**src/arithPkg.sv**
```systemverilog
package arithPkg;

	// ====================
	// widths
	// ====================
	localparam int coeffWidth = 30;
	localparam int laneWidth  = 32;   // coefficient is zero-extended into a lane

	// ====================
	// moduli
	// ====================
	localparam logic [coeffWidth-1:0] modQ1 = 30'd134250497;   // 2^27 + 2^15 + 1
	localparam logic [coeffWidth-1:0] modQ2 = 30'd536903681;   // 2^29 + 2^15 + 1

	// k is the bit length of q
	localparam int barrettK1 = 28;
	localparam int barrettK2 = 30;

	// mu = floor(2^2k / q)
	localparam logic [31:0] barrettMu1 = 32'd536739867;
	localparam logic [31:0] barrettMu2 = 32'd2147352579;

	typedef enum logic
	{
		MOD_Q1 = 1'b0,
		MOD_Q2 = 1'b1
	} modSel_e;

endpackage

```
**src/barrettMul.sv**
```systemverilog
module barrettMul import arithPkg::*;
(
	input  logic                  iSYS_CLK,
	input  logic                  iSYS_RST,
	input  logic                  issue,
	input  modSel_e               issueMod,
	input  logic [coeffWidth-1:0] opA,
	input  logic [coeffWidth-1:0] opB,
	output logic                  prodValid,
	output logic [coeffWidth-1:0] prod
);

	logic                    vld1;
	logic                    vld2;
	logic                    vld3;
	modSel_e                 mod1;
	modSel_e                 mod2;
	modSel_e                 mod3;
	modSel_e                 mod4;
	logic [2*coeffWidth-1:0] full1;
	logic [31:0]             low2;
	logic [coeffWidth-1:0]   quot2;
	logic [31:0]             rem3;
	logic [31:0]             shifted;
	logic [63:0]             estimate;
	logic [coeffWidth-1:0]   quotEst;
	logic [31:0]             qTimes;
	logic [31:0]             sub1;
	logic [31:0]             sub2;

	function automatic logic [coeffWidth-1:0] modValue(input modSel_e sel);
		return (sel == MOD_Q1) ? modQ1 : modQ2;
	endfunction

	// ====================
	// combinational stage logic
	// ====================
	always_comb
	begin
		if (mod1 == MOD_Q1)
		begin
			shifted  = 32'(full1 >> (barrettK1 - 1));
			estimate = shifted * barrettMu1;
			quotEst  = coeffWidth'(estimate >> (barrettK1 + 1));
		end
		else
		begin
			shifted  = 32'(full1 >> (barrettK2 - 1));
			estimate = shifted * barrettMu2;
			quotEst  = coeffWidth'(estimate >> (barrettK2 + 1));
		end
	end

	assign qTimes = quot2 * modValue(mod2);   // low 32 bits are enough, remainder < 3q
	assign sub1   = (rem3 >= modValue(mod3)) ? rem3 - modValue(mod3) : rem3;
	assign sub2   = (sub1 >= modValue(mod3)) ? sub1 - modValue(mod3) : sub1;

	// valid travels down the pipe
	always_ff @(posedge iSYS_CLK)
	begin
		if (!iSYS_RST)
		begin
			vld1      <= 1'b0;
			vld2      <= 1'b0;
			vld3      <= 1'b0;
			prodValid <= 1'b0;
		end
		else
		begin
			vld1      <= issue;
			vld2      <= vld1;
			vld3      <= vld2;
			prodValid <= vld3;
		end
	end

	always_ff @(posedge iSYS_CLK)
	begin
		full1 <= opA * opB;   // stage 1
		mod1  <= issueMod;
		low2  <= full1[31:0];   // stage 2
		quot2 <= quotEst;
		mod2  <= mod1;
		rem3  <= low2 - qTimes;   // stage 3
		mod3  <= mod2;
		prod  <= sub2[coeffWidth-1:0];   // stage 4
		mod4  <= mod3;
	end

	// the modulus that entered with the pair bounds the result
	prodReduced: assert property (@(posedge iSYS_CLK) disable iff (!iSYS_RST)
		prodValid |-> (prod < modValue(mod4)));

endmodule

```
**config.mk**
```make
export PLATFORM = sky130hd
export DESIGN_NAME = barrettMul
export DESIGN_NICKNAME = d
export VERILOG_FILES = /design/src/arithPkg.sv /design/src/barrettMul.sv
export SDC_FILE = /design/constraint.sdc
export NUM_CORES = 2
export LEC_CHECK = 0
export BUFFER_PORTS_ARGS = -buffer_cell sky130_fd_sc_hd__buf_2
export CAP_MARGIN = 20
export CORE_MARGIN = 10
export CORE_UTILIZATION = 24
export CTS_CLUSTER_DIAMETER = 50
export CTS_CLUSTER_SIZE = 12
export DETAILED_ROUTE_END_ITERATION = 8
export SETUP_SLACK_MARGIN = 0.02
export SLEW_MARGIN = 10
export SYNTH_ARGS = -nofsm -noshare
export SYNTH_HDL_FRONTEND = slang
export SYNTH_SLANG_ARGS = --single-unit
```
**constraint.sdc**
```tcl
create_clock -name iSYS_CLK -period 10 [get_ports iSYS_CLK]
set_clock_uncertainty 0.1 [all_clocks]
set_input_delay 0.5 -clock iSYS_CLK [delete_from_list [all_inputs] [get_ports iSYS_CLK]]
set_output_delay 0.5 -clock iSYS_CLK [all_outputs]
set_load 0.02 [all_outputs]
```
==> results.toml <==
[clock_tree]
path_clk_slew_ns = 0.10
clk_latency_ns = 0.51
ctsResizeCount = 0
cts_setup_buffers = 0
cts.sinks = 191
cts_tree = "yes"
htree_levels = 4
root_buffer = "clkbuf_16"
cts_hold_buf = 1
cts_max_path_buffers = 2
cts_made_buffers = 17

[logic_synthesis]
synth-seq-area-share_pct = 6.214
synth_area_um2 = 61530
synthArstFlopShare_pct = 0
ys_ff_latch = 191
syn_avg_cell_area_um2 = 9.261
yosys.area_share.adder_pct = 60.46
synthMuxAreaShare_pct = 0.1322
synth-xor-area-share_pct = 2.904
synth_flop_cell = "dfxtp_1"
synth_top_family_by_area = "adder cells"
ys_warn_count = 0
synth_cell_type_count = 86
yosys.area_share.simple_pct = 11.77
synth_edf_count = 0
synth-compound-area-share_pct = 5.803
syn_nets = 8902
postSynthCellCount = 6644

[worst_setup_path]
cp_slowest_cell = "buf_2"
critPathKind = "in2reg"
crit_required_ns = 10.30
worst-path-max-fanout = 30
startpoint_type = "primary input"
crit_arrival_ns = 9.11
cp-end-kind = "flop"
crit_top_cell = "fa_1"
r2r-start = "full1[31]"
cpPeakStageDelay_ns = 0.57
cp-startpoint = "opB[6]"

[final_layout]
insertedDiodeCount = 0
nNetsFinal = 8854
drive_gt1_share_pct = 3.072
finalNonFillerCells = 9975
final_area_um2 = 66410
syn2layout_area_growth_pct = 7.922

[route]
top_layer_used = "met5"
wirelength_um = 180400
wl_met2_um = 81850
ant_nets = 0
drt_iter0_markers = 2733
routed-wl-met3_um = 10770
vias = 43710
via_per_inst = 4.382
wire_per_inst_um = 18.09
drt_pass1_iterations = 6
met1Wirelength_um = 82510
drc_errors = 0

[sta]
maxSlewHeadroom_pct = 34.94
setup_tns_ns = 0
max_freq_ghz = 0.1134
setup_viol = 0
tightestPinTransition_ns = 0.9759
hold_viol = 0
fin_ws_ns = 1.185
period_share_pct = 88.15
rsz0062_at_grt = "false"
min_period_ns = 8.815
drv_slew = 0

[die]
initial_core_util_pct = 24.17
die_w_um = 526.3
pin_count = 95
std_cell_rows = 185
die_area_um2 = 277000
core_um2 = 254600
die_y_um = 526.3

[run]
drv_cap = 0

[place]
dpl_cell_area_um2 = 65750
placed_cells = 9941
hpwl_um = 155100
gp_congestion = 0.9216
io_buffer_count = 94
place_ws_ns = 0.6396

[global_routing]
grt_max_degree = 49
grt_overflow = 0
first_global_vias = 48270
grt_pass1_wl_um = 282900
antenna_found_initial = 16
grt_use_total_pct = 12.99

[hold_path]
hp-start = "issue"
hold_class = "in2reg"

[run_status]
run_status = "finished, final reports clean"
routing by layer:
layer	vias to the layer above	global-route usage, %
li1	19740	-
met1	22340	17.90
met2	1378	21.23
met3	253	1.914
met4	2	3.420
met5	-	0
state kept, by name, summed over array words and instances (netlist names):
register and flops:
quot2 30, vld2 1, mod3 1, vld3 1, vld1 1, low2 32, mod1 1, rem3 32
mod2 1, full1 60, prod 30, prodValid 1
cells in the final DEF (no fill, tap or decap), types with 40 or more instances in the layout:
cell / count
inv_1: 1868
fa_1: 1298
ha_1: 896
nand2_1: 530
and2_1: 502
dfxtp_1: 190
a21oi_1: 164
xnor2_1: 130
nor2_1: 113
o21ai_0: 108
buf_2: 94
a21o_1: 88
xor2_1: 74
buf_4: 45
nand3_1: 43
nand4_1: 40
final cells by class:
class	count	area, um^2
clock buffers	17	425.4
flip-flops and latches	191	3825
inverters	1869	7015
well taps	3366	4212
repair buffers	141	828.3
clock inverters	15	211.5
multi-input cells	4376	49890
fillers	27320	188200
logic make-up after synthesis:
logic type               Yosys count
AO/OA/AOI/OAI                    554
XOR/XNOR                         204
adder cells (fa/ha/maj)         2195
buffers and inverters           2077
flip-flops                       191
multiplexers                       8
other                              1
AND/OR/NAND/NOR                 1414
worst paths after layout:
kind | end | slack, ns | cells past startpoint
min | vld1 | 0.11 | 2
min reg2reg | low2[14] | 0.23 | 0
max | full1[53] | 1.18 | 27
max reg2reg | quot2[28] | 1.20 | 30
Yosys cell counts, drive strengths merged (14+ instances only):
master	instances	share of area, %
inv	1868	11
fa	1298	42
ha	896	18
nand2	530	3.2
and2	503	5.1
clkbuf	197	1.2
dfxtp	191	6.2
a21oi	164	1.3
xnor2	130	1.9
nor2	114	0.70
o21ai	113	0.92
a21o	88	1.1
xor2	74	1.1
nand3	43	0.35
nand4	40	0.41
nor3	36	0.32
o21a	30	0.37
a211oi	28	0.34
or3	27	0.27
nand2b	25	0.25
nor2b	24	0.24
and3	21	0.21
o21bai	18	0.22
o31ai	14	0.17
per-stage QoR:
step / util (%) / hold slack, ns
after floorplan: - / 0.2096
after global placement: 25.82 / 0.2185
after detailed placement: 25.82 / 0.2150
after CTS: 26.08 / 0.07055
after global routing: 26.08 / 0.08854
final: 26.08 / 0.1087
critical path, delay by kind of cell:
family	cells	cell delay (ns)
AO/OA/AOI/OAI	6	1.50
adder cells (fa/ha/maj)	9	4.42
AND/OR/NAND/NOR	6	1.76
buffers and inverters	6	0.84
Power is not shown: default switching activity piles up to over one toggle a cycle in this logic, so the estimate is an artifact.
