--- config.mk ---
export PLATFORM = sky130hd
export DESIGN_NAME = pwmDecode
export DESIGN_NICKNAME = d
export VERILOG_FILES = /design/src/arithPkg.sv /design/src/ctlPkg.sv /design/src/pwmDecode.sv
export SDC_FILE = /design/constraint.sdc
export NUM_CORES = 1
export LEC_CHECK = 0
export BUFFER_PORTS_ARGS = -buffer_cell sky130_fd_sc_hd__buf_2
export CAP_MARGIN = 20
export CORE_AREA = 2 2 122 124
export DETAILED_ROUTE_END_ITERATION = 12
export DIE_AREA = 0 0 124 126
export GPL_TIMING_DRIVEN = 0
export PLACE_DENSITY = 0.64
export SYNTH_ARGS = -nofsm -noshare
export SYNTH_HDL_FRONTEND = slang
export SYNTH_SLANG_ARGS = --single-unit
--- constraint.sdc ---
create_clock -name iSYS_CLK -period 2.4 [get_ports iSYS_CLK]
set_input_delay 0.12 -clock iSYS_CLK [delete_from_list [all_inputs] [get_ports iSYS_CLK]]
set_output_delay 0.12 -clock iSYS_CLK [all_outputs]
set_load 0.005 [all_outputs]
--- src/arithPkg.sv ---
package arithPkg;

	// ====================
	// widths
	// ====================
	localparam int coeffWidth = 30;
	localparam int laneWidth  = 32;   // coefficient is zero-extended into a lane

	// ====================
	// moduli
	// ====================
	localparam logic [coeffWidth-1:0] modQ1 = 30'd134250497;   // 2^27 + 2^15 + 1
	localparam logic [coeffWidth-1:0] modQ2 = 30'd536903681;   // 2^29 + 2^15 + 1

	// k is the bit length of q
	localparam int barrettK1 = 28;
	localparam int barrettK2 = 30;

	// mu = floor(2^2k / q)
	localparam logic [31:0] barrettMu1 = 32'd536739867;
	localparam logic [31:0] barrettMu2 = 32'd2147352579;

	typedef enum logic
	{
		MOD_Q1 = 1'b0,
		MOD_Q2 = 1'b1
	} modSel_e;

endpackage

--- src/ctlPkg.sv ---
package ctlPkg;

	localparam int beatWidth = 64;   // two lanes per stream beat

	typedef enum logic [1:0]
	{
		ST_IDLE = 2'd0,
		ST_LOAD = 2'd1,   // coefficients in
		ST_MULT = 2'd2    // operands in and products out
	} pwmState_e;

	// address bits for a memory of count/2 words
	function automatic int ramAddrWidth(input int count);
		return (count > 2) ? $clog2(count / 2) : 1;
	endfunction

endpackage

--- src/pwmDecode.sv ---
module pwmDecode import arithPkg::*, ctlPkg::*;
#(
	parameter int coeffCount = 16,
	localparam int addrWidth = ramAddrWidth(coeffCount)
)
(
	input  logic                    iSYS_CLK,
	input  logic                    iSYS_RST,
	input  logic                    start,
	input  modSel_e                 modSel,
	input  logic                    inValid,
	output logic                    inReady,
	input  logic [beatWidth-1:0]    inData,
	output logic                    ramWrite,
	output logic [addrWidth-1:0]    ramAddr,
	output logic [2*coeffWidth-1:0] ramWord,
	input  logic [2*coeffWidth-1:0] ramRead,
	output logic                    issue,
	output modSel_e                 issueMod,
	output logic [coeffWidth-1:0]   upperA,
	output logic [coeffWidth-1:0]   upperB,
	output logic [coeffWidth-1:0]   lowerA,
	output logic [coeffWidth-1:0]   lowerB
);

	localparam int lastBeat = coeffCount / 2 - 1;

	pwmState_e            state;
	logic [addrWidth-1:0] beatCnt;
	modSel_e              modReg;
	logic                 accept;
	logic                 finalBeat;

	assign accept    = inValid & inReady;
	assign finalBeat = (beatCnt == addrWidth'(lastBeat));

	// ====================
	// memory side
	// ====================
	assign ramWrite = accept & (state == ST_LOAD);
	assign ramAddr  = beatCnt;   // load writes and mult reads share the beat index
	assign ramWord  = {inData[laneWidth +: coeffWidth], inData[0 +: coeffWidth]};

	// stored coefficient arrives with the registered operand
	assign upperA   = ramRead[coeffWidth +: coeffWidth];
	assign lowerA   = ramRead[0 +: coeffWidth];
	assign issueMod = modReg;

	// ====================
	// job FSM
	// ====================
	always_ff @(posedge iSYS_CLK)
	begin
		if (!iSYS_RST)
		begin
			state   <= ST_IDLE;
			inReady <= 1'b0;
			beatCnt <= '0;
			modReg  <= MOD_Q1;
			issue   <= 1'b0;
		end
		else
		begin
			issue <= accept & (state == ST_MULT);
			case (state)
				ST_IDLE:
				begin
					if (start)
					begin
						state   <= ST_LOAD;
						inReady <= 1'b1;
						modReg  <= modSel;   // held for the whole job
						beatCnt <= '0;
					end
				end
				ST_LOAD:
				begin
					if (accept)
					begin
						beatCnt <= finalBeat ? '0 : beatCnt + 1'b1;
						if (finalBeat)
							state <= ST_MULT;
					end
				end
				ST_MULT:
				begin
					if (accept)
					begin
						beatCnt <= finalBeat ? '0 : beatCnt + 1'b1;
						if (finalBeat)
						begin
							state   <= ST_IDLE;
							inReady <= 1'b0;
						end
					end
				end
				default:
					state <= ST_IDLE;
			endcase
		end
	end

	// operand lanes, aligned with the memory read
	always_ff @(posedge iSYS_CLK)
	begin
		if (accept && state == ST_MULT)
		begin
			upperB <= inData[laneWidth +: coeffWidth];
			lowerB <= inData[0 +: coeffWidth];
		end
	end

	idleNotReady: assert property (@(posedge iSYS_CLK) disable iff (!iSYS_RST)
		(state == ST_IDLE) |-> !inReady);

endmodule

==> summary.txt <==
Initial Utilization: 0.225
Iter 0 DRT Violations: 59
R2r endpoint: upperB[17]
Number of CTS-inserted buffers: 9
Outcome: complete, no violations
Count of different cell masters after synthesis: 26
Synth Net Count: 376
Reg-to-Reg Start: state[0]
Post-synth top area cell: edfxtp_1
Insertion delay to the later sink of the worst-skew pair: 0.33 ns
Setup crit start: state[0]
Die Y: 126 um
Post-Place Worst Slack: 0.366 ns
Seq/Total Area, Yosys: 0.608
Worst hold path depth: 1
Power Density: 574 nW/um2
Root Buffer: clkbuf_16
Share of cells above drive strength 1: 0.690
First-pass GRT wire length: 13300 um
Clock-pin slew on the worst setup and hold paths: 0.06 ns
Synth top area cells: edfxtp_1 (56%), buf_4 (28%), dfxtp_1 (5.0%)
Gr usage total: 0.115
IO buf count: 251
Worst Path Buf+Inv: 2
CP max FO: 33
Slowest stage delay, CP: 0.67 ns
Ys Warns: 0
Nets: 697
Gr ovfl total: 0
Syn avg cell area: 13.5 um2
Setup-failing EPs final: 0
Setup crit end kind: register
DP HPWL: 7330 um
RD Place Congestion: 0.802
Max Slew Vio Count: 0
Reg2reg path depth: 4
CTS tree: done
Largest net degree at the start of global routing: 34
Post-CTS Setup Inserts: 0
HP Class: input port to register
Vias: 2837
WL final: 9690 um
Tmin final: 1.98 ns
Vias in the first global route: 2738
Ys flop type: edfxtp_1
FFs w/ async S/R, synth: 0
WP data required: 2.42 ns
Syn Std Cell Area: 3230 um2
Most common cell in the netlist: buf_4
# diodes: 0
Avg WL per Cell: 12.9 um
Clk buf depth: 2
Met1 global-route usage: 0.101
Post-synth top area share: 0.558
Worst Path Arrival: 2.00 ns
Tightest Pin Transition: 0.711 ns
Critical path's slowest cell: and3_2
Sum Neg Setup Slack: 0 ns
Post-synth EDFFs: 60
Maximum vdd drop: 0.280 mV
Placement row count: 44
Final WS setup: 0.416 ns
Post-DR vias/cell: 3.79
Core area: 14300 um2
RSZ-0062 raised after global routing: no
Drt pass-1 iters: 4
Max-cap viol count: 0
Global route hottest layer: met2
Gate Count Post-Synth: 239
H-tree levels: 3
Fin crit share: 0.827
Met3 usage: 0.0412
Crit path depth: 4
Top delay family on crit path: simple AND/OR/NAND/NOR gates
Drt drc: 0
Peak Freq: 0.504 GHz
Static Leak: 2.72 nW
Syn-to-layout area delta: 73.3%
Number of I/O pins: 316
Crit-path cells: inv_1, ha_1, and3_2, buf_12
# resized after CTS: 0
CP Class: register to register
Antenna-violating nets left: 0
Critical Path Sink: upperB[17]
Setup Skew: 0.00655 ns
Final hold violation count: 0
FF-to-FF setup slack: 0.42 ns
Initial antenna violation count: 0
Die width: 124 um
Worst slew margin: 0.526
CP Launch Type: register
Met2 usage: 0.229
Seq cells post-synth: 68
Overall power: 3.21 mW
Final Core Density: 0.391
TritonCTS Sinks: 68
Commonest cells in the netlist: buf_4 (120), edfxtp_1 (60), nand2_1 (10)
Die Area: 15600 um2
==> placed cells by master (no fill, tap or decap), types with 2 or more instances in the layout <==
master	Yosys	routed
a21boi_1	2	2
inv_1	2	2
mux2i_1	4	4
ha_1	8	8
nand3_1	5	5
nor2b_1	3	3
edfxtp_1	60	60
clkbuf_16	0	9
dlygate4sd3_1	0	58
clkinv_4	0	2
dfxtp_1	8	8
clkinvlp_4	0	3
buf_4	120	120
nand2_1	10	10
buf_2	0	251
==> worst min path at each step <==
| stage | startpoint | endpoint | slack, ns |
|---|---|---|---|
| after detailed placement | inData[34] | upperB[2] | 0.31 |
| after CTS | inData[38] | upperB[6] | 0.00004 |
| after global routing | inData[38] | upperB[6] | 0.003 |
| after floorplan | inData[0] | lowerB[0] | 0.22 |
| after global placement | inData[34] | upperB[2] | 0.31 |
| final | inData[20] | lowerB[20] | 0.02 |
==> layer usage <==
metal	routed length, um	up-vias	share of wire
met2	5210	193	0.54
li1	-	1344	-
met1	3300	1292	0.34
met4	127	0	0.013
met3	1060	8	0.11
met5	0	-	0
==> registers in the layout, indices dropped and copies added, names as in the netlist <==
| register | flops |
|---|---|
| inReady | 1 |
| issue | 1 |
| issueMod | 1 |
| lowerB | 30 |
| ramAddr | 3 |
| state | 2 |
| upperB | 30 |
==> repair_timing <==
action                                  CTS  global route
endpoints found under the hold margin    58             0
endpoints found under the setup margin    0             0
hold buffers                             58             0
==> logic make-up after synthesis <==
family,after synthesis,share of synthesized area
buffers and inverters,123,0.283
flip-flops,68,0.608
AND/OR/NAND/NOR,28,0.0477
AO/OA/AOI/OAI,8,0.0182
adder cells (fa/ha/maj),8,0.0310
multiplexers,4,0.0124
==> cell type report <==
class | count | area, um2
Buffer | 121 | 905
Clock buffer | 9 | 225
Clock inverter | 7 | 52.6
Fill cell | 1369 | 8720
Inverter | 2 | 7.51
Multi-Input combinational cell | 48 | 354
Sequential cell | 68 | 1960
Tap cell | 184 | 230
Timing Repair Buffer | 310 | 1860
==> metrics by stage <==
| stage | instance area, um2 | instances | hold slack, ns |
|---|---|---|---|
| after floorplan | 3230 | 239 | 0.219 |
| after global placement | 4710 | 674 | 0.312 |
| after detailed placement | 4730 | 675 | 0.314 |
| after CTS | 5590 | 749 | 0.0000434 |
| after global routing | 5590 | 749 | 0.00261 |
| final | 5590 | 749 | 0.0177 |
==> power by group <==
part	switching [mW]	internal, mW	leakage [nW]
logic	0.261	0.407	1.99
clock network	0.497	0.701	0.126
registers	0.0254	1.32	0.605
total	0.783	2.42	2.72
Note: power is estimated with default switching activity, not from simulation.
