--- src/arithPkg.sv ---
package arithPkg;

	// ====================
	// widths
	// ====================
	localparam int coeffWidth = 30;
	localparam int laneWidth  = 32;   // coefficient is zero-extended into a lane

	// ====================
	// moduli
	// ====================
	localparam logic [coeffWidth-1:0] modQ1 = 30'd134250497;   // 2^27 + 2^15 + 1
	localparam logic [coeffWidth-1:0] modQ2 = 30'd536903681;   // 2^29 + 2^15 + 1

	// k is the bit length of q
	localparam int barrettK1 = 28;
	localparam int barrettK2 = 30;

	// mu = floor(2^2k / q)
	localparam logic [31:0] barrettMu1 = 32'd536739867;
	localparam logic [31:0] barrettMu2 = 32'd2147352579;

	typedef enum logic
	{
		MOD_Q1 = 1'b0,
		MOD_Q2 = 1'b1
	} modSel_e;

endpackage

--- src/ctlPkg.sv ---
package ctlPkg;

	localparam int beatWidth = 64;   // two lanes per stream beat

	typedef enum logic [1:0]
	{
		ST_IDLE = 2'd0,
		ST_LOAD = 2'd1,   // coefficients in
		ST_MULT = 2'd2    // operands in and products out
	} pwmState_e;

	// address bits for a memory of count/2 words
	function automatic int ramAddrWidth(input int count);
		return (count > 2) ? $clog2(count / 2) : 1;
	endfunction

endpackage

--- src/pwmResult.sv ---
module pwmResult import arithPkg::*, ctlPkg::*;
#(
	parameter int coeffCount = 16,
	localparam int addrWidth = ramAddrWidth(coeffCount)
)
(
	input  logic                  iSYS_CLK,
	input  logic                  iSYS_RST,
	input  logic                  prodValid,
	input  logic [coeffWidth-1:0] upperProd,
	input  logic [coeffWidth-1:0] lowerProd,
	output logic                  outValid,
	output logic [beatWidth-1:0]  outData,
	output logic                  outLast,
	output logic                  done
);

	localparam int lastBeat = coeffCount / 2 - 1;

	logic [addrWidth-1:0] outCnt;
	logic                 finalBeat;

	assign finalBeat = prodValid && (outCnt == addrWidth'(lastBeat));

	// ====================
	// beat count and flags
	// ====================
	always_ff @(posedge iSYS_CLK)
	begin
		if (!iSYS_RST)
		begin
			outValid <= 1'b0;
			outLast  <= 1'b0;
			done     <= 1'b0;
			outCnt   <= '0;
		end
		else
		begin
			outValid <= prodValid;
			outLast  <= finalBeat;
			done     <= finalBeat;   // same beat as last
			if (prodValid)
				outCnt <= finalBeat ? '0 : outCnt + 1'b1;
		end
	end

	// padding bits stay zero
	always_ff @(posedge iSYS_CLK)
	begin
		if (prodValid)
			outData <= {laneWidth'(upperProd), laneWidth'(lowerProd)};
	end

	// no product may follow the last beat because the next job loads first
	lastEndsJob: assert property (@(posedge iSYS_CLK) disable iff (!iSYS_RST)
		outLast |-> outValid ##1 !outValid);

endmodule

--- config.mk ---
export PLATFORM = sky130hd
export DESIGN_NAME = pwmResult
export DESIGN_NICKNAME = d
export VERILOG_FILES = /design/src/arithPkg.sv /design/src/ctlPkg.sv /design/src/pwmResult.sv
export SDC_FILE = /design/constraint.sdc
export NUM_CORES = 1
export LEC_CHECK = 0
export BUFFER_PORTS_ARGS = -buffer_cell sky130_fd_sc_hd__buf_2
export CAP_MARGIN = 20
export CORE_ASPECT_RATIO = 1.5
export CORE_MARGIN = 3
export CORE_UTILIZATION = 41
export CTS_CLUSTER_DIAMETER = 200
export DETAILED_ROUTE_END_ITERATION = 7
export PLACE_DENSITY = 0.87
export SKIP_CTS_REPAIR_TIMING = 1
export SLEW_MARGIN = 25
export SYNTH_ARGS = -nofsm -noshare
export SYNTH_HDL_FRONTEND = slang
export SYNTH_SLANG_ARGS = --single-unit
--- constraint.sdc ---
create_clock -name iSYS_CLK -period 1.4 [get_ports iSYS_CLK]
set_clock_uncertainty 0.05 [all_clocks]
set_input_delay 0.07 -clock iSYS_CLK [delete_from_list [all_inputs] [get_ports iSYS_CLK]]
set_output_delay 0.07 -clock iSYS_CLK [all_outputs]
set_load 0.03 [all_outputs]
==> flow_summary.yaml, run 1 <==
synth:
  yosysWarnings: 0
  synth_top_cell_by_area: "edfxtp_1"
  synth.top_cell.area_share_pct: 88.1
  ys_seq_area_share_pct: 93.0
  synth_seq_cells: 65
  syn_area_per_cell_um2: 24.6
  synth_cells: 83
  synth.area.top_cells: "edfxtp_1 (88%), dfxtp_1 (4.9%), buf_4 (1.8%), ha_1 (1.2%), nor2b_1 (0.61%)"
  synth_area_um2: 2050
  synth.distinct_cells: 14
placement:
  gp_congestion: 0.740
  dp.cells: 271
  portBuffers: 125
setup_path:
  r2r-start: "outCnt[0]"
  crit_fanout: 3
  worstSetupStartpointType: "flop"
  cp-end-kind: "flop"
  worstSetupStartpoint: "outCnt[0]"
  r2r_setup_slack_ns: 0.29
  worst_path_max_delay_cell: "dfxtp_1"
  path_buf_inv: 0
  max_stage_delay_ns: 0.33
  cp.arrival_ns: 1.33
  critPathKind: "reg2reg"
  crit_top_cell: "ha_1"
  crit_family: "adder cells"
  cp.required_ns: 1.62
  cp_cell_sequence: "ha_1, ha_1, nor3b_2, o21a_1"
timing:
  finalSetupTns_ns: 0
  setup_viol: 0
  min_period_ns: 1.11
  fin_hold_ws_ns: 0.223
  rsz0062_at_grt: "false"
  finalHoldViolCount: 0
  fin_crit_sh_pct: 79.4
  clock.fmax_ghz: 0.899
  slew_viol_final: 0
global_route:
  grt_pass1_wl_mm: 6.67
  grt-ovfl-total: 0
  grt_pass1_vias: 1361
  antenna_found_initial: 0
  grt_max_degree: 68
  grt_usage_pct: 15.9
power_and_ir_drop:
  irDropWorstVdd_mv: 1.19
  clkPwrFrac_pct: 35.5
  power_density_nw_per_um2: 1320
  switching_share_pct: 24.7
  p_switching_w: 0.00117
  pwr-share-comb_pct: 15.4
  seqPwrFrac_pct: 49.1
  p_leak_nw: 1.57
  power.internal_w: 0.00356
cts:
  cts_tree: "yes"
  cts_root_buf: "clkbuf_8"
  clk_pin_slew_ns: 0.07
  clkSinkCount: 65
  clkLatencyLatePin_ns: 0.32
  cts_buffers: 9
  clockBufferDepth: 2
  htreeDepth: 3
final_layout:
  drive_gt1_share_pct: 51.1
  fillers: 310
  layout.cells.non_filler: 348
  syn2layout_area_growth_pct: 74.7
  nNetsFinal: 344
  diodes: 0
route:
  routed_wl_mm: 5.58
  num_vias: 1504
  dr.pass1.iters: 4
  drtIter0Drc: 48
  wl_met3_um: 304
  drtAntennaViolNets: 0
  top_layer: "met4"
  post_drt_wl_per_cell_um: 16.0
  wl_met1_mm: 1.65
  drc: 0
  viasPerCell: 4.32
  dr_wl_met2_mm: 3.51
status:
  outcome: "completed"
die:
  start_util_pct: 44.0
  rows: 30
  dieArea_um2: 5890
  die_h_um: 92.5
  dieWidth_um: 63.7
  core-area_um2: 4650
  io_pins: 130
flow_run:
  drv_cap: 0
hold_path:
  min_from: "prodValid"
  min_path_type: "in2reg"
## cells in the mapped netlist
cell      number
edfxtp_1      60
buf_4          5
dfxtp_1        5
ha_1           2
nor2b_1        2
and2_2         1
and3_2         1
conb_1         1
mux2i_1        1
nand2_1        1
nand3b_1       1
nand4b_1       1
nor3b_2        1
o21a_1         1
## cells by family (layout without fill, tap and decap cells)
kind of cell,count (synthesis),after routing,share of synthesized area [%]
AO/OA/AOI/OAI,1,1,0.367
adder cells (fa/ha/maj),2,2,1.22
buffers and inverters,5,203,1.84
flip-flops,65,65,93.0
multiplexers,1,1,0.489
other,1,4,0.183
AND/OR/NAND/NOR,8,8,2.94
## worst reg2reg max path, cell delays in order, from the launching register on
cell,delay [ns]
dfxtp_1,0.33
ha_1,0.20
ha_1,0.21
nor3b_2,0.16
o21a_1,0.12
## power by group through the flow
stage               combinational [W]  clock [W]  sequential (W)
finish                       0.000729    0.00168         0.00232
global route                 0.000766    0.00180         0.00233
CTS                          0.000590    0.00173         0.00232
detailed placement           0.000589          0         0.00236
global placement             0.000575          0         0.00235
floorplan                   0.0000355          0         0.00266
## metrics by stage
stage	setup WS, ns	utilization, %	power (W)	cell area (µm²)
3_5_place_dp	0.289	59.0	0.00295	2750
2_1_floorplan	0.353	-	0.00270	2060
6_report	0.288	76.8	0.00473	3570
5_1_grt	0.212	76.8	0.00490	3570
4_1_cts	0.275	63.7	0.00464	2960
3_3_place_gp	0.335	59.0	0.00293	2750
## registers in the layout, indices dropped and copies added, names as in the netlist
signal    cells
done          1
outData      60
outCnt        3
outValid      1
## placed cells by master (no fill, tap or decap), types with 2 or more instances in the layout
cell type,synthesis,routed
dlygate4sd3_1,0,61
bufinv_16,0,2
clkbuf_8,0,9
clkinv_4,0,2
ha_1,2,2
buf_2,0,125
nor2b_1,2,2
clkinv_2,0,2
dfxtp_1,5,5
edfxtp_1,60,60
conb_1,1,4
## worst paths after layout
path | endpoint | depth (start not counted)
max | outCnt[0] | 4
min | outData[58] | 2
max reg2reg | outCnt[0] | 4
min reg2reg | outCnt[2] | 2
## metal layers
| layer | vias to the layer above | global-route usage [%] |
|---|---|---|
| li1 | 705 | - |
| met1 | 719 | 14.3 |
| met2 | 72 | 28.5 |
| met3 | 8 | 7.04 |
| met4 | 0 | 9.73 |
| met5 | - | 0 |
## cell type report
type | instances | area (µm²) | share of cell area, %
clock buffer | 9 | 124 | 3.47
multi-input combinational | 16 | 118 | 3.29
clock inverter | 7 | 95.1 | 2.66
timing repair buffer | 187 | 1260 | 35.1
tap | 64 | 80.1 | 2.24
sequential | 65 | 1900 | 53.2
No activity file was read; power rests on OpenSTA's default activity.
==> inputs of run 2 (changes only) <==
--- a/config.mk
+++ b/config.mk
@@ -5,6 +5,7 @@
 export SDC_FILE = /design/constraint.sdc
 export NUM_CORES = 1
 export LEC_CHECK = 0
+export ABC_AREA = 1
 export BUFFER_PORTS_ARGS = -buffer_cell sky130_fd_sc_hd__buf_2
 export CAP_MARGIN = 20
 export CORE_ASPECT_RATIO = 1.5
==> constraint.sdc (replaced) <==
create_clock -name iSYS_CLK -period 1.1 [get_ports iSYS_CLK]
set_clock_uncertainty 0.05 [all_clocks]
set_input_delay 0.055 -clock iSYS_CLK [delete_from_list [all_inputs] [get_ports iSYS_CLK]]
set_output_delay 0.055 -clock iSYS_CLK [all_outputs]
set_load 0.03 [all_outputs]
==> run 2 against run 1 <==
  * The flow now finishes with violations (negative setup slack)
  * Die area is 0.57% lower
  * Global-route usage down 0.51 points
  * Sequential share of layout area decreased by 0.12 points
  * Largest cell class unchanged
==> flow_summary.yaml, run 2 <==
status:
  outcome: "complete, but fails checks"
  violations: "negative setup slack"
setup_path:
  worstSetupStartpointType: "flop"
  cp.arrival_ns: 1.28
  cp.required_ns: 1.25
  r2r_setup_slack_ns: -0.02
  cp-end-kind: "flop"
  critPathKind: "reg2reg"
  crit_fanout: 3
synth:
  yosysWarnings: 0
  synth.top_cell.area_share_pct: 88.6
  synth_top_family_by_area: "buffers and inverters"
  synth_seq_cells: 65
  async_flop_share_pct: 0
  synth_mux_area_share_pct: 0
  synth_most_common_cell: "edfxtp_1"
  synth_edf_count: 60
  synth-simple-area-share_pct: 1.72
  synth_compound_area_share_pct: 0.738
  synth.area.top_cells: "edfxtp_1 (89%), dfxtp_1 (4.9%), buf_4 (1.8%), ha_1 (1.2%), inv_1 (0.74%)"
  synth.distinct_cells: 11
  yosys-top-cells-count: "edfxtp_1 (60), buf_4 (5), dfxtp_1 (5)"
  synth_flop_cell: "edfxtp_1"
  synth_cells: 89
  synth_top_cell_by_area: "edfxtp_1"
  ys_seq_area_share_pct: 93.5
  synthXorXnorAreaFrac_pct: 0
  synth_area_um2: 2030
  syn_area_per_cell_um2: 22.8
  synth_fa_ha_area_share_pct: 1.23
route:
  wl_met1_mm: 2.01
  top_layer: "met4"
  routed_wl_mm: 6.27
  drtAntennaViolNets: 0
  num_vias: 1562
  post_drt_wl_per_cell_um: 17.7
  viasPerCell: 4.40
  drc: 0
  drtIter0Drc: 38
  dr.pass1.iters: 5
  dr_wl_met2_mm: 3.81
  wl_met3_um: 378
power_and_ir_drop:
  seqPwrFrac_pct: 51.1
  power_density_nw_per_um2: 1620
  switching_share_pct: 25.8
  clkPwrFrac_pct: 32.4
  p_leak_nw: 1.56
  power.internal_w: 0.00432
  pwr-share-comb_pct: 16.4
  p_switching_w: 0.00150
  irDropWorstVdd_mv: 1.23
cts:
  htreeDepth: 3
  clkLatencyLatePin_ns: 0.32
  cts_buffers: 9
  clk_pin_slew_ns: 0.08
  clockBufferDepth: 2
  cts_root_buf: "clkbuf_8"
  clkSinkCount: 65
  cts_tree: "yes"
die:
  die_h_um: 92.2
  start_util_pct: 43.7
  io_pins: 130
  dieWidth_um: 63.5
  dieArea_um2: 5860
  rows: 30
  core-area_um2: 4650
global_route:
  grt_usage_pct: 15.4
  grt_pass1_wl_mm: 6.58
  antenna_found_initial: 0
  grt_max_degree: 33
  grt_pass1_vias: 1359
  grt-ovfl-total: 0
final_layout:
  layout.cells.non_filler: 355
  drive_gt1_share_pct: 50.9
  fillers: 283
  reg_top3: "outData (60), outCnt (3)"
  diodes: 0
  seqCellArea_um2: 1900
  largest_reg_flops: 60
  final_cell_mix: "buf_2 (125), dlygate4sd3_1 (61), edfxtp_1 (60)"
  layout_commonest_cell: "buf_2"
  nNetsFinal: 351
  syn2layout_area_growth_pct: 76.4
  final_cell_area_um2: 3590
  largest-register: "outData"
  multi_input_area_um2: 124
timing:
  clock.fmax_ghz: 0.889
  slew_viol_final: 0
  min_period_ns: 1.12
  fin_crit_sh_pct: 102
  finalHoldViolCount: 0
  fin_ws_ns: -0.0247
  setup_viol: 2
placement:
  portBuffers: 125
  dpl_cell_area_um2: 2750
  gp_congestion: 0.684
  dp.cells: 278
flow_run:
  drv_cap: 0
hold_path:
  min_path_type: "in2reg"
==> run 2: area by class of cell <==
cell class	count	area share, %
Clock buffer	11	3.66
Sequential cell	65	53.1
Clock inverter	5	1.57
Tap cell	64	2.23
Multi-Input combinational cell	18	3.45
Timing Repair Buffer	188	35.6
Inverter	4	0.419
==> run 2: cells by family after synthesis <==
| family | count (synthesis) |
|---|---|
| flip-flops | 65 |
| buffers and inverters | 9 |
| AND/OR/NAND/NOR | 9 |
| adder cells (fa/ha/maj) | 2 |
| other | 1 |
| AO/OA/AOI/OAI | 3 |
==> run 2: worst paths after layout <==
path	start	to	cells after the start
max reg2reg	outCnt[1]	outCnt[0]	5
max	outCnt[1]	outCnt[0]	5
min	prodValid	outData[29]	1
min reg2reg	outCnt[2]	outCnt[2]	2
==> run 2: critical path: stages (launching register included) <==
cell and delay (ns):
dfxtp_2 0.37, ha_4 0.15, ha_4 0.13, inv_2 0.05, a21oi_1 0.17, nor2_1 0.09
==> run 2: metrics by stage <==
step | utilization [%] | hold slack (ns) | total power [W] | TNS, ns | worst slack (ns)
global route | 77.1 | 0.0309 | 0.00603 | -0.0665 | -0.0408
detailed placement | 59.1 | 0.183 | 0.00377 | -0.0242 | -0.0242
finish | 77.1 | 0.0484 | 0.00582 | -0.0278 | -0.0247
floorplan | - | 0.104 | 0.00343 | 0 | 0.0651
global placement | 59.1 | 0.181 | 0.00375 | 0 | 0.0480
CTS | 63.2 | -0.162 | 0.00563 | -0.0364 | -0.0364
==> run 2: power groups by stage <==
stage               combinational, W  sequential (W)  clock, W
finish                      0.000956         0.00297   0.00189
global route                0.000998         0.00299   0.00204
CTS                         0.000758         0.00296   0.00190
detailed placement          0.000757         0.00302         0
global placement            0.000742         0.00301         0
floorplan                  0.0000459         0.00339         0
==> run 2: routing by layer <==
metal	track usage [%]	up-vias
met5	0	-
li1	-	719
met3	4.90	4
met1	15.3	750
met4	8.83	0
met2	27.6	89
