### config.mk
export PLATFORM = sky130hd
export DESIGN_NAME = coeffRam
export DESIGN_NICKNAME = d
export VERILOG_FILES = /design/src/arithPkg.sv /design/src/ctlPkg.sv /design/src/coeffRam.sv
export SDC_FILE = /design/constraint.sdc
export NUM_CORES = 1
export LEC_CHECK = 0
export ABC_CLOCK_PERIOD_IN_PS = 6500
export BUFFER_PORTS_ARGS = -buffer_cell sky130_fd_sc_hd__buf_2
export CAP_MARGIN = 5
export CORE_ASPECT_RATIO = 1.2
export CORE_MARGIN = 3
export CORE_UTILIZATION = 45
export CTS_BUF_LIST = sky130_fd_sc_hd__clkbuf_4 sky130_fd_sc_hd__clkbuf_8 sky130_fd_sc_hd__clkbuf_16
export DETAILED_ROUTE_END_ITERATION = 8
export SYNTH_ARGS = -nofsm -noshare
export SYNTH_HDL_FRONTEND = slang
export SYNTH_SLANG_ARGS = --single-unit
### constraint.sdc
create_clock -name iSYS_CLK -period 6.5 [get_ports iSYS_CLK]
set_clock_uncertainty 0.1 [all_clocks]
set_input_delay 0.65 -clock iSYS_CLK [delete_from_list [all_inputs] [get_ports iSYS_CLK]]
set_output_delay 0.65 -clock iSYS_CLK [all_outputs]
set_load 0.01 [all_outputs]
### src/arithPkg.sv
package arithPkg;

	// ====================
	// widths
	// ====================
	localparam int coeffWidth = 30;
	localparam int laneWidth  = 32;   // coefficient is zero-extended into a lane

	// ====================
	// moduli
	// ====================
	localparam logic [coeffWidth-1:0] modQ1 = 30'd134250497;   // 2^27 + 2^15 + 1
	localparam logic [coeffWidth-1:0] modQ2 = 30'd536903681;   // 2^29 + 2^15 + 1

	// k is the bit length of q
	localparam int barrettK1 = 28;
	localparam int barrettK2 = 30;

	// mu = floor(2^2k / q)
	localparam logic [31:0] barrettMu1 = 32'd536739867;
	localparam logic [31:0] barrettMu2 = 32'd2147352579;

	typedef enum logic
	{
		MOD_Q1 = 1'b0,
		MOD_Q2 = 1'b1
	} modSel_e;

endpackage

### src/ctlPkg.sv
package ctlPkg;

	localparam int beatWidth = 64;   // two lanes per stream beat

	typedef enum logic [1:0]
	{
		ST_IDLE = 2'd0,
		ST_LOAD = 2'd1,   // coefficients in
		ST_MULT = 2'd2    // operands in and products out
	} pwmState_e;

	// address bits for a memory of count/2 words
	function automatic int ramAddrWidth(input int count);
		return (count > 2) ? $clog2(count / 2) : 1;
	endfunction

endpackage

### src/coeffRam.sv
module coeffRam import arithPkg::*, ctlPkg::*;
#(
	parameter int coeffCount = 16,
	localparam int addrWidth = ramAddrWidth(coeffCount)
)
(
	input  logic                    iSYS_CLK,
	input  logic                    ramWrite,
	input  logic [addrWidth-1:0]    ramAddr,
	input  logic [2*coeffWidth-1:0] ramWord,
	output logic [2*coeffWidth-1:0] ramRead
);

	// one word holds the upper and lower lane coefficient of a beat
	logic [2*coeffWidth-1:0] mem [coeffCount/2];

	always_ff @(posedge iSYS_CLK)
	begin
		if (ramWrite)
			mem[ramAddr] <= ramWord;
	end

	// registered read, one cycle behind the address
	always_ff @(posedge iSYS_CLK)
	begin
		ramRead <= mem[ramAddr];
	end

endmodule

==> impl_results.md, run 1 <==
- CTS root buf: clkbuf_16
- Post-synthesis sequential area ratio: 80.2%
- Asr flop ratio synth: 0%
- Initial antenna violation count: 6
- Part of the power in the clock network: 42.3%
- Gr ovfl total: 0
- Clk slew on worst S/H paths: 0.06 ns
- Dominant synthesized flop cell: edfxtp_1
- Tightest Hold Check Type: input pin to flip-flop
- First-pass iteration count of the detailed router: 4
- CP peak stage delay: 0.81 ns
- DR WL/cell: 22.7 um
- Final TNS setup: 0 ns
- Syn Nets: 1067
- Worst-Skew Late Latency: 0.59 ns
- Rel. slew slack: 24.4%
- # Max-Cap Violations: 0
- WS Path Type: input pin to flip-flop
- Final Util: 53.2%
- PwrDens: 335 nW/um^2
- Routed Antenna Nets: 0
- Area grow syn2layout: 15.5%
- Hold Vio Cnt, Final: 0
- Sw frac: 20.2%
- CTS tree: done
- Sequence of cells on the critical path: buf_4 > inv_2 > nand2_1 > nor2_4 > buf_4
- RR Endpoint: ramRead[57]
- Post-CTS Hold Buffers: 0
- CP arrival: 3.30 ns
- Commonest non-fill, non-tap cell in the layout: edfxtp_1
- Initial Util: 46.0%
- Yosys cell types: 31
- FF+latch count, synth: 540
- Drc violations: 0
- Die area: 45800 sq um
- First-pass GRT wire length: 59.2 mm
- Sw power: 0.00152 W
- Vias: 9460
- Total core area: 42300 sq um
- Reg2reg path depth: 2
- R2R Setup Slk: 5.15 ns
- Peak fanout along the critical path: 35
- H-tree Lvls: 2
- Worst setup EP type: flip-flop
- CP startpoint kind: input pin
- Cell row count: 82
- Leak: 7.79 nW
- Crit path depth: 5
- Most frequent cells in the layout: 480 x edfxtp_1, 121 x buf_2, 87 x mux2i_1
- Yosys warns: 0
- Routed vias/inst: 5.45
- Setup bufs post-CTS: 0
- CTS buffer count: 52
- Post-Route WL: 39.5 mm
- Worst R2R Start: mem[5][57]
- Overall routing resource usage: 17.1%
- Delay-heaviest family, CP: buffers and inverters
- Seq pwr share: 52.6%
- Tightest Pin Transition: 1.13 ns
- EDFF count, synth: 480
- Cells after Synth: 1002
- Max Slew Vio Count: 0
- 1st-iter DRT viols: 660
- Vias in the first global route: 9889
- Max VDD drop: 348 uV
- Status: finished, final reports clean
- Fmax: 0.313 GHz
- Critical path's most frequent cell: buf_4
- Die width: 196 um
- WP data required: 6.61 ns
- Port bufs: 124
- Tcrit/Tclk final: 49.1%
- Layout net count: 1209
- Num ports: 125
- Buf+Inv Stages, Crit Path: 3
- Final GP Congestion: 0.721
- Synth Cell Area: 19500 sq um
- Mapped Avg Cell Area: 19.4 sq um
- Hold_ws: 0.228 ns
- Worst Hold Path EP: mem[3][32]
- Min-delay src: ramWord[32]
- PostCTS Resize Cnt: 0
- P_int: 0.00601 W
- Clock Sinks: 540
- Share of total power in combinational logic: 5.1%
- Slowest cell on the critical path: nor2_4
- CTS max path bufs: 3
- Min Tclk post-route: 3.19 ns
- Layout cells sized above 1: 27.6%
- WHS Path Cells: 1
- Chip Height: 234 um
- Largest net degree at the start of global routing: 65
- Setup-failing EPs final: 0
- Unrepaired setup endpoints after global routing: no
- Placed wire-length estimate: 21.5 mm
cells by family after synthesis:
logic type             share of synthesized area, %
AOI/OAI and AO/OA                              4.94
muxes                                          10.8
buffers and inverters                          1.84
and+or+nand+nor                                2.16
DFF                                            80.2
cells in the mapped netlist, types with 19 or more instances:
master | number | area share [%]
a21oi_1 | 42 | 1.1
nand2_1 | 51 | 0.98
dfxtp_1 | 60 | 6.2
o22ai_1 | 19 | 0.61
edfxtp_1 | 480 | 74
mux2i_1 | 87 | 4.5
buf_2 | 21 | 0.54
mux4_2 | 34 | 3.9
nor2_1 | 36 | 0.69
mux2_2 | 42 | 2.4
o221ai_1 | 25 | 1.1
a22oi_1 | 41 | 1.6
how the worst max path moves through the flow:
stage | from | end
global placement | ramAddr[2] | mem[1][18]
global route | ramAddr[2] | mem[1][30]
CTS | ramAddr[2] | mem[1][14]
floorplan | ramAddr[0] | mem[3][0]
detailed placement | ramAddr[2] | mem[1][14]
finish | ramAddr[2] | mem[1][30]
metal layers:
metal	GRT usage, %	wire, um	vias to the layer above
li1	-	-	4287
met1	21.5	16300	4901
met2	29.9	20300	195
met3	3.36	1790	69
met4	5.84	971	8
met5	0	55	-
sequential cells by signal, summed over array words and instances (netlist names):
| signal | cells |
|---|---|
| mem | 480 |
| ramRead | 60 |
area by class of cell:
type                       instances  area [sq um]
sequential                       540         15600
clock inverter                    21           323
multi-input combinational        406          3560
inverter                           3          11.3
timing repair buffer             141           762
antenna                            3          7.51
clock buffer                      76          1520
fill                            3350         19800
tap                              546           683
stage by stage:
stage	area [sq um]	total power [W]	cells	worst slack, ns
floorplan	19500	0.00425	1002	2.04
global placement	20600	0.00441	1636	2.73
detailed placement	20600	0.00442	1636	2.66
CTS	22500	0.00762	1733	3.29
global route	22500	0.00777	1734	3.16
finish	22500	0.00753	1736	3.31
power by group through the flow:
stage	sequential [W]	combinational (W)	clock, W
finish	0.00396	0.000385	0.00318
detailed placement	0.00403	0.000393	0
global placement	0.00403	0.000387	0
CTS	0.00396	0.000394	0.00326
floorplan	0.00405	0.000207	0
global route	0.00397	0.000423	0.00339
(Power assumes the default switching activity.)
==> run 2: changes to the inputs <==
--- a/config.mk
+++ b/config.mk
@@ -5,7 +5,8 @@
 export SDC_FILE = /design/constraint.sdc
 export NUM_CORES = 1
 export LEC_CHECK = 0
-export ABC_CLOCK_PERIOD_IN_PS = 6500
+export ABC_AREA = 1
+export ABC_CLOCK_PERIOD_IN_PS = 3000
 export BUFFER_PORTS_ARGS = -buffer_cell sky130_fd_sc_hd__buf_2
 export CAP_MARGIN = 5
 export CORE_ASPECT_RATIO = 1.2
==> constraint.sdc (replaced) <==
create_clock -name iSYS_CLK -period 3 [get_ports iSYS_CLK]
set_clock_uncertainty 0.1 [all_clocks]
set_input_delay 0.3 -clock iSYS_CLK [delete_from_list [all_inputs] [get_ports iSYS_CLK]]
set_output_delay 0.3 -clock iSYS_CLK [all_outputs]
set_load 0.01 [all_outputs]
==> run 2 against run 1 <==
Register-to-register slack worse by 3.2 ns. Total power up 120%. Largest cell class unchanged. Combinational power rose to 2.8 times the previous value. Hold slack worse by 0.082 ns. Global-route usage up 0.84 points. Critical endpoint is now mem[4][16]. Clock-buffer cell count down 2. First-iteration DRC count up 7.3%.
==> impl_results.md, run 2 <==
- DR WL/cell: 15.6 um (was 22.7 um)
- Yosys warns: 0 (unchanged)
- Number of flip-flops under the largest register name: 480 (unchanged)
- Status: finished, final reports clean (unchanged)
- Asr flop ratio synth: 0% (unchanged)
- Mapped Avg Cell Area: 10.6 sq um (was 19.4 sq um)
- Routed vias/inst: 4.71 (was 5.45)
- CP startpoint kind: input pin (unchanged)
- Dpl cells: 2701 (was 1636)
- Post-synthesis sequential area ratio: 72.9% (was 80.2%)
- CP endpoint: mem[4][16] (was mem[1][30])
- CP arrival: 1.99 ns (was 3.30 ns)
- Worst R2R Start: mem[4][54] (was mem[5][57])
- Gr ovfl total: 0 (unchanged)
- Layout net count: 2265 (was 1209)
- First-pass GRT wire length: 70.8 mm (was 59.2 mm)
- Post-synth top area cell: edfxtp_1 (unchanged)
- Fmax: 0.537 GHz
- Max Slew Vio Count: 0 (unchanged)
- Clk slew on worst S/H paths: 0.06 ns (about the same)
- Final Util: 54.2% (was 53.2%)
- CTS max path bufs: 3 (unchanged)
- RR Endpoint: ramRead[54] (was ramRead[57])
- Initial Util: 46.1% (was 46.0%)
- Largest net degree at the start of global routing: 130 (was 65)
- CTS root buf: clkbuf_16 (unchanged)
- Area contributors post-synth: edfxtp_1 67%, nand2_1 17%, dfxtp_1 5.6% (was edfxtp_1 74%, dfxtp_1 6.2%, mux2i_1 4.5%)
- Peak fanout along the critical path: 60 (was 35)
- Placed wire-length estimate: 23.9 mm (was 21.5 mm)
- Cell row count: 86 (was 82)
- R2R Setup Slk: 1.98 ns (was 5.15 ns)
- Worst-Skew Late Latency: 0.58 ns (was 0.59 ns)
- Tightest Pin Transition: 0.635 ns (was 1.13 ns)
- Setup crit start: ramAddr[2] (unchanged)
- Overall routing resource usage: 17.9% (was 17.1%)
- Num ports: 125 (unchanged)
- Design area: 25200 sq um (was 22500 sq um)
- Layout fillers: 4023 (was 3350)
- Dominant synthesized flop cell: edfxtp_1 (unchanged)
- Worst setup EP type: flip-flop (unchanged)
- Die width: 205 um (was 196 um)
- # Max-Cap Violations: 0 (unchanged)
- Synth top cells by count: 969 x nand2_1, 480 x edfxtp_1, 296 x inv_1 (was 480 x edfxtp_1, 87 x mux2i_1, 60 x dfxtp_1)
- Post-Route WL: 44.6 mm (was 39.5 mm)
- Chip Height: 245 um (was 234 um)
- Layout cells sized above 1: 11.2% (was 27.6%)
- Largest Register: mem (unchanged)
- Cells after Synth: 2020 (was 1002)
- Synth Cell Area: 21400 sq um (was 19500 sq um)
- Drc violations: 0 (unchanged)
- Leak: 11.2 nW (was 7.79 nW)
- WS Path Type: input pin to flip-flop (unchanged)
- Hold Vio Cnt, Final: 0 (unchanged)
- Placed cell area: 22900 sq um (was 20600 sq um)
- Most frequent cells in the layout: 969 x nand2_1, 480 x edfxtp_1, 296 x inv_1 (was 480 x edfxtp_1, 121 x buf_2, 87 x mux2i_1)
- Tcrit/Tclk final: 62.1%
- Largest registers: mem x480, ramRead x60 (unchanged)
- Antenna Cells: 0 (was 3)
- Final GP Congestion: 0.712 (was 0.721)
- Vias: 13452 (was 9460)
- Clock Sinks: 540 (unchanged)
- Area grow syn2layout: 17.6% (was 15.5%)
- Share of the synthesized area in the top cell type: 67.3% (was 74.1%)
- First-pass iteration count of the detailed router: 5 (was 4)
- Port bufs: 124 (unchanged)
- Vias in the first global route: 13176 (was 9889)
- Tightest Hold Check Type: input pin to flip-flop (unchanged)
- CTS tree: done (unchanged)
- WP data required: 3.12 ns (was 6.61 ns)
- Reg2reg path depth: 6 (was 2)
- FF+latch count, synth: 540 (unchanged)
- Commonest non-fill, non-tap cell in the layout: nand2_1 (was edfxtp_1)
- H-tree Lvls: 2 (unchanged)
- Min Tclk post-route: 1.86 ns
- Rel. slew slack: 57.7% (was 24.4%)
- EDFF count, synth: 480 (unchanged)
- CTS buffer count: 52 (unchanged)
- Routed Antenna Nets: 0 (unchanged)
- PwrDens: 643 nW/um^2 (was 335 nW/um^2)
- 1st-iter DRT viols: 708 (was 660)
- Max VDD drop: 421 uV (was 348 uV)
- Number of non-filler instances in the completed layout: 2857 (was 1736)
- Most common cell in the netlist: nand2_1 (was edfxtp_1)
- Yosys cell types: 14 (was 31)
- Hold_ws: 0.146 ns (was 0.228 ns)
- Syn Nets: 2085 (was 1067)
- Initial antenna violation count: 1 (was 6)
- Unrepaired setup endpoints after global routing: no (unchanged)
- Setup-failing EPs final: 0 (unchanged)
- Die area: 50300 sq um (was 45800 sq um)
- Total core area: 46500 sq um (was 42300 sq um)
## run 2: cell types whose count changed after synthesis, sizes merged, moves of 28 or more
| cell | delta |
|---|---|
| a21oi | -42 |
| a22oi | -41 |
| buf | +28 |
| inv | +296 |
| mux2 | -42 |
| mux2i | -87 |
| mux4 | -34 |
| nand2 | +918 |
| nand3 | +118 |
| nor2 | -31 |
## run 2: area by class of cell
class	instances	area, sq um	share of cell area, %
Sequential cell	540	15600	61.9
Timing Repair Buffer	210	1620	6.41
Tap cell	616	771	3.06
Clock buffer	74	1520	6.01
Multi-Input combinational cell	1096	4340	17.2
Inverter	300	1130	4.49
Clock inverter	21	223	0.883
## run 2: metal layers
layer	vias to the layer above	track usage (%)	wire (um)
met1	6410	23.2	19300
met3	76	3.30	2210
met4	2	4.91	868
met2	264	31.1	22300
li1	6700	-	-
met5	-	0	7
## run 2: repair_timing
item | in CTS | in global routing
endpoints found under the hold margin | 481 | 0
hold buffers | 61 | 0
buffers inserted | 0 | 0
resized for setup | 0 | 0
## run 2: through the flow
stage	TNS (ns)	total power, W	setup slack [ns]
after global routing	0	0.0169	1.04
after CTS	0	0.0164	1.18
after detailed placement	0	0.00976	0.830
after global placement	0	0.00973	0.837
after floorplan	-20.26	0.00931	-0.121
final	0	0.0162	1.14
## run 2: power breakdown
part | leakage (nW) | switching [W] | internal [W]
clock network | 0.882 | 0.00265 | 0.00393
logic | 5.41 | 0.000715 | 0.000356
registers | 4.87 | 0.0000767 | 0.00849
## run 2: worst min-delay path by stage
stage           startpoint           to  slack (ns)  cells past startpoint
4_1_cts         ramAddr[1]  ramRead[52]        0.12                      5
3_5_place_dp   ramWord[18]   mem[6][18]        0.47                      1
5_1_grt         ramAddr[1]  ramRead[43]        0.15                      5
2_1_floorplan   ramWord[0]    mem[0][0]        0.30                      0
3_3_place_gp   ramWord[17]   mem[4][17]        0.47                      1
6_report        ramAddr[1]  ramRead[43]        0.15                      5
## run 2: critical path, stage by stage
cell and delay [ns]:
dlygate4sd3_1 0.52, buf_2 0.24, clkinv_2 0.14, nor2_4 0.13, inv_1 0.11, nor2_4 0.12
buf_12 0.38
## run 2: cells by family (layout without fill, tap and decap cells)
| kind of cell | count (synthesis) | count (layout) | synth area share, % |
|---|---|---|---|
| buf+inv | 384 | 605 | 7.24 |
| flops | 540 | 540 | 72.9 |
| simple gates | 1096 | 1096 | 19.9 |
